### src/lsu_settings.svh
`ifndef LSU_SETTINGS_SVH
`define LSU_SETTINGS_SVH

// lane count of one vector instruction
`define LSU_LANES 4

// memory word and byte address width
`define LSU_DATA_W 32

// vector register file address width
`define LSU_VREG_AW 10

// wavefront id, carried as memory tag
`define LSU_WFID_W 6

// unsigned lane offset
`define LSU_IMM_W 16

// known opcodes, everything else is ignored at issue
`define LSU_OPC_LOAD 32'h0000_1001
`define LSU_OPC_STORE 32'h0000_1002

`endif

### src/lsu_pkg.sv
`default_nettype none

`include "lsu_settings.svh"

package lsu_pkg;

   // one lane value, address or data
   typedef logic [`LSU_DATA_W-1:0] lane_word_t;

   // one bit per lane
   typedef logic [`LSU_LANES-1:0] lane_mask_t;

   // what the memory port needs for one lane
   typedef struct packed {
      lane_word_t addr;
      lane_word_t data;
   } lane_req_t;

   // all lanes packed, lane 0 in the low word
   typedef logic [`LSU_LANES*`LSU_DATA_W-1:0] lane_vec_t;

endpackage

`default_nettype wire

### src/lsu_op_if.sv
`default_nettype none

`include "lsu_settings.svh"

interface lsu_op_if
   import lsu_pkg::*;
();

   // one-cycle pulse when an instruction is accepted
   logic start;
   logic is_load;
   logic [`LSU_WFID_W-1:0] wfid;
   logic [`LSU_VREG_AW-1:0] dest_addr;
   lane_mask_t exec_mask;

   // instruction in flight, back from the controller
   logic busy;

   modport issue (
      output start, is_load, wfid, dest_addr, exec_mask,
      input busy
   );

   modport ctrl (
      input start, is_load, wfid, exec_mask,
      output busy
   );

   modport wb (
      input is_load, wfid, dest_addr, exec_mask
   );

endinterface

`default_nettype wire

### src/lsu_issue_stage.sv
`default_nettype none

`include "lsu_settings.svh"

module lsu_issue_stage
   import lsu_pkg::*;
(
   input wire logic clk,
   input wire logic rst,
   input wire logic issue_select_i,
   input wire logic [31:0] issue_opcode_i,
   input wire logic [`LSU_WFID_W-1:0] issue_wfid_i,
   input wire logic [`LSU_VREG_AW-1:0] issue_dest_reg_i,
   input wire logic [`LSU_IMM_W-1:0] issue_imm_i,
   input wire lane_mask_t issue_exec_i,
   input wire lane_vec_t issue_base_i,
   input wire lane_vec_t issue_store_i,
   output logic issue_ready_o,
   output lane_req_t [`LSU_LANES-1:0] reqs_o,
   lsu_op_if.issue op
);

   localparam int unsigned ZEXT_W = `LSU_DATA_W - `LSU_IMM_W;

   logic is_ld_op;
   logic is_st_op;
   logic accept;
   lane_word_t imm_ext;

   assign is_ld_op = (issue_opcode_i == `LSU_OPC_LOAD);
   assign is_st_op = (issue_opcode_i == `LSU_OPC_STORE);

   // frozen from acceptance until the controller lets go
   assign issue_ready_o = ~(op.busy | op.start);
   assign accept = issue_select_i & issue_ready_o & (is_ld_op | is_st_op);

   assign imm_ext = {{ZEXT_W{1'b0}}, issue_imm_i};

   always_ff @(posedge clk or posedge rst) begin
      if (rst) begin
         op.start <= 1'b0;
      end else begin
         op.start <= accept;
      end
   end

   // fields and lane requests stay put until the next accept
   always_ff @(posedge clk) begin
      if (accept) begin
         op.is_load <= is_ld_op;
         op.wfid <= issue_wfid_i;
         op.dest_addr <= issue_dest_reg_i;
         op.exec_mask <= issue_exec_i;
         for (int l = 0; l < `LSU_LANES; l++) begin
            reqs_o[l].addr <= issue_base_i[l*`LSU_DATA_W +: `LSU_DATA_W] + imm_ext;
            reqs_o[l].data <= issue_store_i[l*`LSU_DATA_W +: `LSU_DATA_W];
         end
      end
   end

   // busy comes from the controller
   a_no_start_busy: assert property (@(posedge clk) disable iff (rst)
      op.start |-> !op.busy);

endmodule

`default_nettype wire

### src/lsu_lane_shifter.sv
`default_nettype none

`include "lsu_settings.svh"

module lsu_lane_shifter #(
   parameter type payload_t = logic [31:0]
) (
   input wire logic clk,
   input wire logic rst,
   input wire logic load_i,
   input wire payload_t [`LSU_LANES-1:0] load_val_i,
   input wire logic shift_i,
   input wire payload_t shift_in_i,
   output payload_t head_o,
   output payload_t [`LSU_LANES-1:0] all_o
);

   payload_t [`LSU_LANES-1:0] buf_q;

   always_ff @(posedge clk or posedge rst) begin
      if (rst) begin
         buf_q <= '0;
      end else if (load_i) begin
         buf_q <= load_val_i;
      end else if (shift_i) begin
         // everything moves toward lane 0, new value enters on top
         for (int l = 0; l < `LSU_LANES - 1; l++) begin
            buf_q[l] <= buf_q[l+1];
         end
         buf_q[`LSU_LANES-1] <= shift_in_i;
      end
   end

   // current lane always sits at the bottom
   assign head_o = buf_q[0];
   assign all_o = buf_q;

endmodule

`default_nettype wire

### src/lsu_mem_ctrl.sv
`default_nettype none

`include "lsu_settings.svh"

module lsu_mem_ctrl
   import lsu_pkg::*;
(
   input wire logic clk,
   input wire logic rst,
   lsu_op_if.ctrl op,
   input wire lane_req_t head_i,
   input wire logic lsu_stall_i,
   input wire logic mem_ack_i,
   output logic mem_rd_en_o,
   output logic mem_wr_en_o,
   output lane_word_t mem_addr_o,
   output lane_word_t mem_wr_data_o,
   output logic [`LSU_WFID_W-1:0] mem_tag_o,
   output logic step_o,
   output logic last_o
);

   localparam int unsigned CNT_W = (`LSU_LANES > 1) ? $clog2(`LSU_LANES) : 1;

   typedef enum logic [1:0] {
      ST_IDLE,
      ST_REQ,
      ST_WAIT,
      ST_NEXT
   } state_t;

   state_t state_q;
   state_t state_d;
   logic [CNT_W-1:0] lane_q;
   logic lane_on;
   logic at_last;
   logic req_fire;

   assign lane_on = op.exec_mask[lane_q];
   assign at_last = (lane_q == CNT_W'(`LSU_LANES - 1));

   // a stalled request is simply retried next cycle
   assign req_fire = (state_q == ST_REQ) && lane_on && !lsu_stall_i;

   // inactive lane steps at once and active lane steps on its ack
   assign step_o = ((state_q == ST_REQ) && !lane_on) || ((state_q == ST_WAIT) && mem_ack_i);
   assign last_o = step_o && at_last;

   always_comb begin
      state_d = state_q;
      case (state_q)
         ST_IDLE: begin
            if (op.start) begin
               state_d = ST_REQ;
            end
         end
         ST_REQ, ST_WAIT: begin
            if (step_o) begin
               state_d = at_last ? ST_NEXT : ST_REQ;
            end else if (req_fire) begin
               state_d = ST_WAIT;
            end
         end
         // holds busy through the done cycle
         ST_NEXT: state_d = ST_IDLE;
         default: state_d = ST_IDLE;
      endcase
   end

   always_ff @(posedge clk or posedge rst) begin
      if (rst) begin
         state_q <= ST_IDLE;
         lane_q <= '0;
      end else begin
         state_q <= state_d;
         if (op.start) begin
            lane_q <= '0;
         end else if (step_o) begin
            lane_q <= lane_q + CNT_W'(1);
         end
      end
   end

   assign op.busy = (state_q != ST_IDLE);

   assign mem_rd_en_o = req_fire && op.is_load;
   assign mem_wr_en_o = req_fire && !op.is_load;
   assign mem_addr_o = head_i.addr;
   assign mem_wr_data_o = head_i.data;
   assign mem_tag_o = op.wfid;

   a_one_enable: assert property (@(posedge clk) disable iff (rst)
      !(mem_rd_en_o && mem_wr_en_o));

   // memory must only answer an outstanding request
   a_ack_in_wait: assert property (@(posedge clk) disable iff (rst)
      mem_ack_i |-> (state_q == ST_WAIT));

endmodule

`default_nettype wire

### src/lsu_writeback.sv
`default_nettype none

`include "lsu_settings.svh"

module lsu_writeback
   import lsu_pkg::*;
(
   input wire logic clk,
   input wire logic rst,
   lsu_op_if.wb op,
   input wire logic last_i,
   input wire lane_vec_t gathered_i,
   output logic vgpr_wr_en_o,
   output logic [`LSU_VREG_AW-1:0] vgpr_wr_addr_o,
   output lane_vec_t vgpr_wr_data_o,
   output lane_mask_t vgpr_wr_mask_o,
   output logic instr_done_o,
   output logic [`LSU_WFID_W-1:0] instr_done_wfid_o
);

   // strobes one cycle after the last lane step
   always_ff @(posedge clk or posedge rst) begin
      if (rst) begin
         instr_done_o <= 1'b0;
         vgpr_wr_en_o <= 1'b0;
      end else begin
         instr_done_o <= last_i;
         vgpr_wr_en_o <= last_i & op.is_load;
      end
   end

   always_ff @(posedge clk) begin
      if (last_i) begin
         instr_done_wfid_o <= op.wfid;
         vgpr_wr_addr_o <= op.dest_addr;
         vgpr_wr_mask_o <= op.exec_mask;
      end
   end

   // gather buffer is complete by the strobe cycle, inactive lanes read as zero
   always_comb begin
      for (int l = 0; l < `LSU_LANES; l++) begin
         vgpr_wr_data_o[l*`LSU_DATA_W +: `LSU_DATA_W] =
            op.exec_mask[l] ? gathered_i[l*`LSU_DATA_W +: `LSU_DATA_W] : '0;
      end
   end

endmodule

`default_nettype wire

### src/lsu_top.sv
`default_nettype none

`include "lsu_settings.svh"

module lsu_top
   import lsu_pkg::*;
(
   input wire logic clk,
   input wire logic rst,
   input wire logic issue_select_i,
   input wire logic [31:0] issue_opcode_i,
   input wire logic [`LSU_WFID_W-1:0] issue_wfid_i,
   input wire logic [`LSU_VREG_AW-1:0] issue_dest_reg_i,
   input wire logic [`LSU_IMM_W-1:0] issue_imm_i,
   input wire logic [`LSU_LANES-1:0] issue_exec_i,
   input wire logic [`LSU_LANES*`LSU_DATA_W-1:0] issue_base_i,
   input wire logic [`LSU_LANES*`LSU_DATA_W-1:0] issue_store_i,
   output logic issue_ready_o,
   input wire logic lsu_stall_i,
   output logic mem_rd_en_o,
   output logic mem_wr_en_o,
   output logic [`LSU_DATA_W-1:0] mem_addr_o,
   output logic [`LSU_DATA_W-1:0] mem_wr_data_o,
   output logic [`LSU_WFID_W-1:0] mem_tag_o,
   input wire logic mem_ack_i,
   input wire logic [`LSU_DATA_W-1:0] mem_rd_data_i,
   output logic vgpr_wr_en_o,
   output logic [`LSU_VREG_AW-1:0] vgpr_wr_addr_o,
   output logic [`LSU_LANES*`LSU_DATA_W-1:0] vgpr_wr_data_o,
   output logic [`LSU_LANES-1:0] vgpr_wr_mask_o,
   output logic instr_done_o,
   output logic [`LSU_WFID_W-1:0] instr_done_wfid_o
);

   lane_req_t [`LSU_LANES-1:0] reqs;
   lane_req_t head_req;
   lane_word_t [`LSU_LANES-1:0] gathered;
   logic step;
   logic last;

   lsu_op_if op_if ();

   lsu_issue_stage i_issue (
      .clk(clk), .rst(rst),
      .issue_select_i(issue_select_i), .issue_opcode_i(issue_opcode_i),
      .issue_wfid_i(issue_wfid_i), .issue_dest_reg_i(issue_dest_reg_i),
      .issue_imm_i(issue_imm_i), .issue_exec_i(issue_exec_i),
      .issue_base_i(issue_base_i), .issue_store_i(issue_store_i),
      .issue_ready_o(issue_ready_o), .reqs_o(reqs), .op(op_if.issue)
   );

   // lane requests, consumed one per step
   lsu_lane_shifter #(.payload_t(lane_req_t)) i_req_shift (
      .clk(clk), .rst(rst),
      .load_i(op_if.start), .load_val_i(reqs),
      .shift_i(step), .shift_in_i('0),
      .head_o(head_req), .all_o()
   );

   lsu_mem_ctrl i_ctrl (
      .clk(clk), .rst(rst), .op(op_if.ctrl), .head_i(head_req),
      .lsu_stall_i(lsu_stall_i), .mem_ack_i(mem_ack_i),
      .mem_rd_en_o(mem_rd_en_o), .mem_wr_en_o(mem_wr_en_o),
      .mem_addr_o(mem_addr_o), .mem_wr_data_o(mem_wr_data_o),
      .mem_tag_o(mem_tag_o), .step_o(step), .last_o(last)
   );

   // read data enters on top, lane 0 ends up at the bottom
   lsu_lane_shifter #(.payload_t(lane_word_t)) i_gather_shift (
      .clk(clk), .rst(rst),
      .load_i(op_if.start), .load_val_i('0),
      .shift_i(step), .shift_in_i(mem_rd_data_i),
      .head_o(), .all_o(gathered)
   );

   lsu_writeback i_wb (
      .clk(clk), .rst(rst), .op(op_if.wb), .last_i(last), .gathered_i(gathered),
      .vgpr_wr_en_o(vgpr_wr_en_o), .vgpr_wr_addr_o(vgpr_wr_addr_o),
      .vgpr_wr_data_o(vgpr_wr_data_o), .vgpr_wr_mask_o(vgpr_wr_mask_o),
      .instr_done_o(instr_done_o), .instr_done_wfid_o(instr_done_wfid_o)
   );

endmodule

`default_nettype wire

### config.mk
export PLATFORM = sky130hd
export DESIGN_NAME = lsu_top
export DESIGN_NICKNAME = d
export VERILOG_FILES = /design/src/lsu_pkg.sv /design/src/lsu_op_if.sv /design/src/lsu_issue_stage.sv /design/src/lsu_lane_shifter.sv /design/src/lsu_mem_ctrl.sv /design/src/lsu_writeback.sv /design/src/lsu_top.sv
export VERILOG_INCLUDE_DIRS = /design/src /design/src/src
export SDC_FILE = /design/constraint.sdc
export NUM_CORES = 1
export LEC_CHECK = 0
export BUFFER_PORTS_ARGS = -buffer_cell sky130_fd_sc_hd__buf_2
export CORE_MARGIN = 5
export CORE_UTILIZATION = 40
export CTS_CLUSTER_SIZE = 20
export DETAILED_ROUTE_END_ITERATION = 6
export SKIP_LAST_GASP = 1
export SYNTH_ARGS = -nofsm -noshare
export SYNTH_HDL_FRONTEND = slang
export SYNTH_SLANG_ARGS = --single-unit
### constraint.sdc
create_clock -name clk -period 25 [get_ports clk]
set_input_delay 5 -clock clk [delete_from_list [all_inputs] [get_ports clk]]
set_output_delay 5 -clock clk [all_outputs]
set_load 0.05 [all_outputs]
### Word level (Yosys, flattened, before mapping)

Index checks and enable logic that the tools add are counted.

| storage, ports and cells | value |
|---|---|
| register bits after elaboration | 688 |
| bits of input ports | 361 |
| output and inout port bits | 223 |
| word-level logic and storage cells | 85 |

| cells by class | value |
|---|---|
| $add $sub $neg | 5 |
| magnitude comparators | 1 |
| equality and inequality tests | 8 |
| multiplexer cells | 17 |
| bitwise operators | 6 |
| reduce and logical (&&, ||, !) cells | 16 |

Operator list:

| cell | number |
|---|---|
| 256-bit two-way mux | 2 |
| 128-bit two-way mux | 2 |
| 32-bit by 16-bit adder with 32-bit output | 4 |
| 32-bit two-way mux | 4 |
| 32-bit by 13-bit == test with 1-bit output, second input constant | 2 |
| 2-bit two-way mux | 6 |
| 1-bit logical AND | 7 |
| 2-bit == test, second input constant | 3 |
| 2-bit one-hot mux with 3 select lines | 1 |
| 2-bit nonzero test | 2 |
| 1-bit AND | 3 |
| 1-bit zero test | 3 |
| 2-bit by 3-bit less-than comparator with 1-bit output, second input constant | 1 |
| 3-bit by 1-bit inequality test with 1-bit output, second input constant | 1 |
| 2-bit by 1-bit adder with 2-bit output, second input constant | 1 |
| 1-bit binary-select mux with 2-bit select | 1 |
| 2-bit by 1-bit == test with 1-bit output, second input constant | 1 |
| 2-bit zero test | 1 |
| 2-bit inequality test, second input constant | 1 |
| 1-bit bitwise OR | 2 |
| 2-bit AND reduction | 1 |
| 2-bit OR reduction | 1 |
| 1-bit logical OR | 1 |
| 1-bit two-way mux | 1 |
| 1-bit NOT | 1 |

### Longest topological paths before layout

| logic depth | value |
|---|---|
| depth in word-level cells | 7 |
| mapped depth | 9 |
| mapped depth without buffers | 9 |

### Modules after synthesis

Synthesis repeated with hierarchy kept, for this count alone.

| unflattened totals | value |
|---|---|
| cell total of the unflattened synthesis | 2881 |
| area, all modules | 33522.2 um2 |

By module, submodules not included:

| module | instances | cells each | area each (um2) | sequential area each (um2) |
|---|---|---|---|---|
| lsu_issue_stage | 1 | 849 | 12479.5 | 8343.0 |
| lsu_lane_shifter at i_req_shift | 1 | 1175 | 12390.6 | 6406.1 |
| lsu_lane_shifter at i_gather_shift | 1 | 587 | 6199.7 | 3203.1 |
| lsu_writeback | 1 | 164 | 1584.0 | 650.6 |
| lsu_mem_ctrl | 1 | 105 | 864.6 | 100.1 |
| lsu_top | 1 | 1 | 3.8 | 0.0 |

### Least setup slack after synthesis

OpenSTA, ideal clock, no wires.

| timing | value |
|---|---|
| path kind | input port to flip-flop |
| start point | in issue_opcode_i[8] |
| end point | reg i_issue.op.start |
| setup time | 0.793 ns |
| arrival | 11.745 ns |
| required time | 24.207 ns |
| setup slack | 12.462 ns |
| stages | 4 |
| cell sequence | nor4b_1 -> nand4_1 -> nor2_1 -> and4_1 |

| between the ends | value |
|---|---|
| word-level cells in the longest chain between the ends | 3 |
| elaborated cells on any way between the ends | 4 |
| classes of those cells | eq/ne (2); bitwise (2) |

Ends and longest elaborated chain:

| item | line | source |
|---|---|---|
| start, declared | lsu_top.sv:11 | `input wire logic [31:0] issue_opcode_i,` |
| 32-bit by 13-bit == test with 1-bit output (no line) | n/a |  |
| 1-bit bitwise OR (*) | lsu_issue_stage.sv:35 | `assign accept = issue_select_i & issue_ready_o & (is_ld_op \| is_st_op);` |
| 1-bit AND (*) | lsu_issue_stage.sv:35 |  |
| via i_issue.accept | lsu_issue_stage.sv:27 | `logic accept;` |
| end signal, assigned | lsu_issue_stage.sv:43 | `op.start <= accept;` |
| end, declared | lsu_op_if.sv:20 | `output start, is_load, wfid, dest_addr, exec_mask,` |

The timed path passes the listed nets; every way through them passes the cells marked *.
A chain may end at the register's enable or synchronous reset.

### Worst setup path after layout

| timing | value |
|---|---|
| start point | in lsu_stall_i |
| end point | out mem_rd_en_o |

| between the ends | value |
|---|---|
| word-level cells in the longest chain between the ends | 3 |

Ends and longest elaborated chain:

| item | line | source |
|---|---|---|
| start, declared | lsu_top.sv:19 | `input wire logic lsu_stall_i,` |
| 1-bit zero test | lsu_mem_ctrl.sv:43 | `assign req_fire = (state_q == ST_REQ) && lane_on && !lsu_stall_i;` |
| 1-bit logical AND | lsu_mem_ctrl.sv:43 |  |
| 1-bit logical AND | lsu_mem_ctrl.sv:86 | `assign mem_rd_en_o = req_fire && op.is_load;` |
| end, declared | lsu_top.sv:20 | `output logic mem_rd_en_o,` |

Every way passes these cells.

==> results_dict.tcl <==
set metrics [dict create \
    synth_warnings 0 \
    grt_pass1_wl_mm 126 \
    cts_buffers 75 \
    path_cells "buf_2 -> nand3b_1 -> nor2_1 -> buf_2" \
    synthDominantCellAreaShare_pct 31.4 \
    dr.max_layer_used "met5" \
    die-area_um2 83600 \
    portBuffers 583 \
    hold_buffers 0 \
    layout-drive-gt1-share_pct 22.1 \
    synth_edf_count 297 \
    synth_area_leaders "dfrtp_1 31%, edfxtp_1 29%, nand2_1 7.5%, mux2i_1 6.2%, o21ai_0 3.7%" \
    clockBufferDepth 3 \
    power.density_nw_per_um2 72.3 \
    met3_length_mm 6.01 \
    cp_slowest_cell "buf_2" \
    drtAntennaViolNets 0 \
    grt_max_degree 251 \
    synth_cell_types 67 \
    hold_violations 0 \
    syn2layout_area_growth_pct 18.2 \
    dp_hpwl_mm 59.5 \
    wirelength_mm 84.0 \
    synth-seq-cells 688 \
    fin_tns_setup_ns 0 \
    path_clk_slew_ns 0.06 \
    dr_total_vias 21900 \
    clock_skew_ns 0.0148 \
    place.gp.congestion 0.867 \
    clk_latency_ns 0.61 \
    criticalPathCategory "in -> out" \
    yosysSeqAreaShare_pct 60.0 \
    finalCritPeriodShare_pct 43.1 \
    holdCritPathClass "reg -> reg" \
    path_delay_family "simple AND/OR/NAND/NOR gates" \
    worst_slew_pin_slew_ns 1.19 \
    num_rows 102 \
    fin_crit_ns 10.78 \
    drv_cap 0 \
    async_flop_share_pct 56.8 \
    grtUsageTotal_pct 19.4 \
    fmax_mhz 92.7 \
    synthCells 2799 \
    crit_path_end_kind "output port" \
    rsz0062_at_grt "no" \
    syn_area_um2 31200 \
    grt_overflow 0 \
    cts.sinks 688 \
    worstSetupStartpointType "input port" \
    leakagePower_nw 15.1 \
    dr.pass1.iters 7 \
    yosys.area.top_type "dfrtp_1" \
    slew_headroom_pct 20.5 \
    avgSynthCellArea_um2 11.1 \
    initial_utilization_pct 40.3 \
    postPlaceCellArea_um2 34400 \
    max_stage_delay_ns 0.28 \
    nNetsFinal 3708 \
    maxSlewViolCount 0 \
    path_buf_inv 2 \
    cts_setup_buffers 0 \
    setup_viol 0 \
    die_x_um 289 \
    grt_pass1_vias 21400 \
    routedLengthMet1_mm 36.1 \
    r2r_slack_ns 20.83 \
    cp_common_cell "buf_2" \
    cts.htree.levels 3 \
    syn_nets 3233 \
    ys.flop_type "dfrtp_1" \
    ios 584 \
    met2WireLength_mm 39.4 \
    drt-wirelength-per-cell_um 19.2 \
    critical_path_required_ns 20.00 \
    clock-root-buffer "clkbuf_16" \
    viasPerCell 5.00 \
    status "finished clean" \
    cts_resized 0 \
    arrival_ns 5.78 \
    drc 0 \
    cts_tree "built" \
    worstPathMaxFanout 3 \
    core_area_um2 77300 \
    post-route-cell-area_um2 36800 \
    drt_iter0_markers 1461 \
    ir_drop_uv 40.1 \
    antenna_found_initial 13 \
    die_y_um 289 \
]
## cell usage after synthesis, drive strengths merged (4+ instances only)
cell type,instances
dfrtp,391
edfxtp,297
o21a,13
o21bai,4
and3,19
nand3,31
inv,21
clkbuf,92
mux2i,193
xnor2,64
o211ai,7
nand4,10
xor2,51
and4,5
nand2b,5
nor2,58
fa,4
o21ai,286
ha,69
nor2b,8
nor4,9
buf,116
nor3b,9
a21oi,183
nand2,624
a21o,26
and2,134
nor3,17
a211oi,9
a31oi,10
## flip-flops by register name, indices dropped and copies added (netlist names)
signal / count
i_gather_shift.all_o: 96
i_issue.reqs_o: 256
i_wb.vgpr_wr_en_o: 1
i_wb.instr_done_wfid_o: 6
i_gather_shift.head_o: 32
i_issue.op.wfid: 6
i_issue.op.dest_addr: 10
i_ctrl.lane_q: 2
i_issue.op.start: 1
i_issue.op.exec_mask: 4
i_wb.vgpr_wr_addr_o: 10
i_wb.vgpr_wr_mask_o: 4
i_req_shift.all_o: 256
i_wb.instr_done_o: 1
i_issue.op.is_load: 1
i_ctrl.state_q: 2
## worst paths after layout
check                           cells past startpoint               startpoint                   endpoint
worst min-delay path                                0  i_issue.op.dest_addr[3]     i_wb.vgpr_wr_addr_o[3]
worst max register to register                      3         i_issue.op.start         i_issue.reqs_o[22]
max in group asynchronous                           5                      rst     i_req_shift.all_o[192]
worst max-delay path                                4              lsu_stall_i                mem_rd_en_o
min in group asynchronous                           2                      rst  i_gather_shift.head_o[17]
worst min register to register                      0  i_issue.op.dest_addr[3]     i_wb.vgpr_wr_addr_o[3]
## per-layer routing
metal,vias to the layer above,GRT usage (%)
met5,-,0
met4,4,6.76
met3,132,4.15
met2,690,31.2
met1,10500,26.3
li1,10700,-
## worst register-to-register path: cells and delay by family (launching register included)
family	cells	cell delay [ns]
DFF	1	0.76
buffers and inverters	1	0.94
and+or+nand+nor	2	2.00
## placed cells by master, fill, tap and decap left out, types with 64 or more instances in the layout
cell type,synthesis,final
a21oi_1,183,183
and2_1,134,134
buf_2,27,583
clkbuf_16,0,76
dfrtp_1,391,390
edfxtp_1,297,297
ha_1,69,69
mux2i_1,193,193
nand2_1,623,623
o21ai_0,232,232
xnor2_1,64,64
## logic make-up after synthesis
| group | share of synthesized area [%] |
|---|---|
| buffers and inverters | 4.06 |
| muxes | 6.27 |
| adders and majority gates | 3.03 |
| DFF | 60.0 |
| and+or+nand+nor | 13.3 |
| AOI/OAI and AO/OA | 10.1 |
| xor gates and xnor gates | 3.23 |
## area by class of cell
type | count | area, um2
antenna | 6 | 15.0
clock buffer | 104 | 2080
clock inverter | 36 | 303
fill | 7185 | 40500
inverter | 21 | 86.3
multi-input combinational | 1882 | 11200
sequential | 688 | 18700
tap | 1040 | 1300
timing repair buffer | 606 | 3130
## power by group
group | switching (W) | internal (W)
clock | 0.000462 | 0.000610
sequential | 0.0000451 | 0.00125
combinational | 0.000184 | 0.000108
total | 0.000691 | 0.00197
## metrics by stage
| step | worst slack [ns] | util, % | hold slack, ns | cells | total power (W) |
|---|---|---|---|---|---|
| after floorplan | 9.13 | - | 0.400 | 2799 | 0.00151 |
| after global placement | 14.24 | 44.5 | 0.400 | 4237 | 0.00161 |
| after detailed placement | 14.22 | 44.5 | 0.406 | 4237 | 0.00162 |
| after CTS | 14.21 | 47.6 | 0.421 | 4377 | 0.00270 |
| after global routing | 14.19 | 47.6 | 0.438 | 4379 | 0.00278 |
| final | 14.22 | 47.6 | 0.419 | 4383 | 0.00266 |
Power figures use the tool's default switching activity.
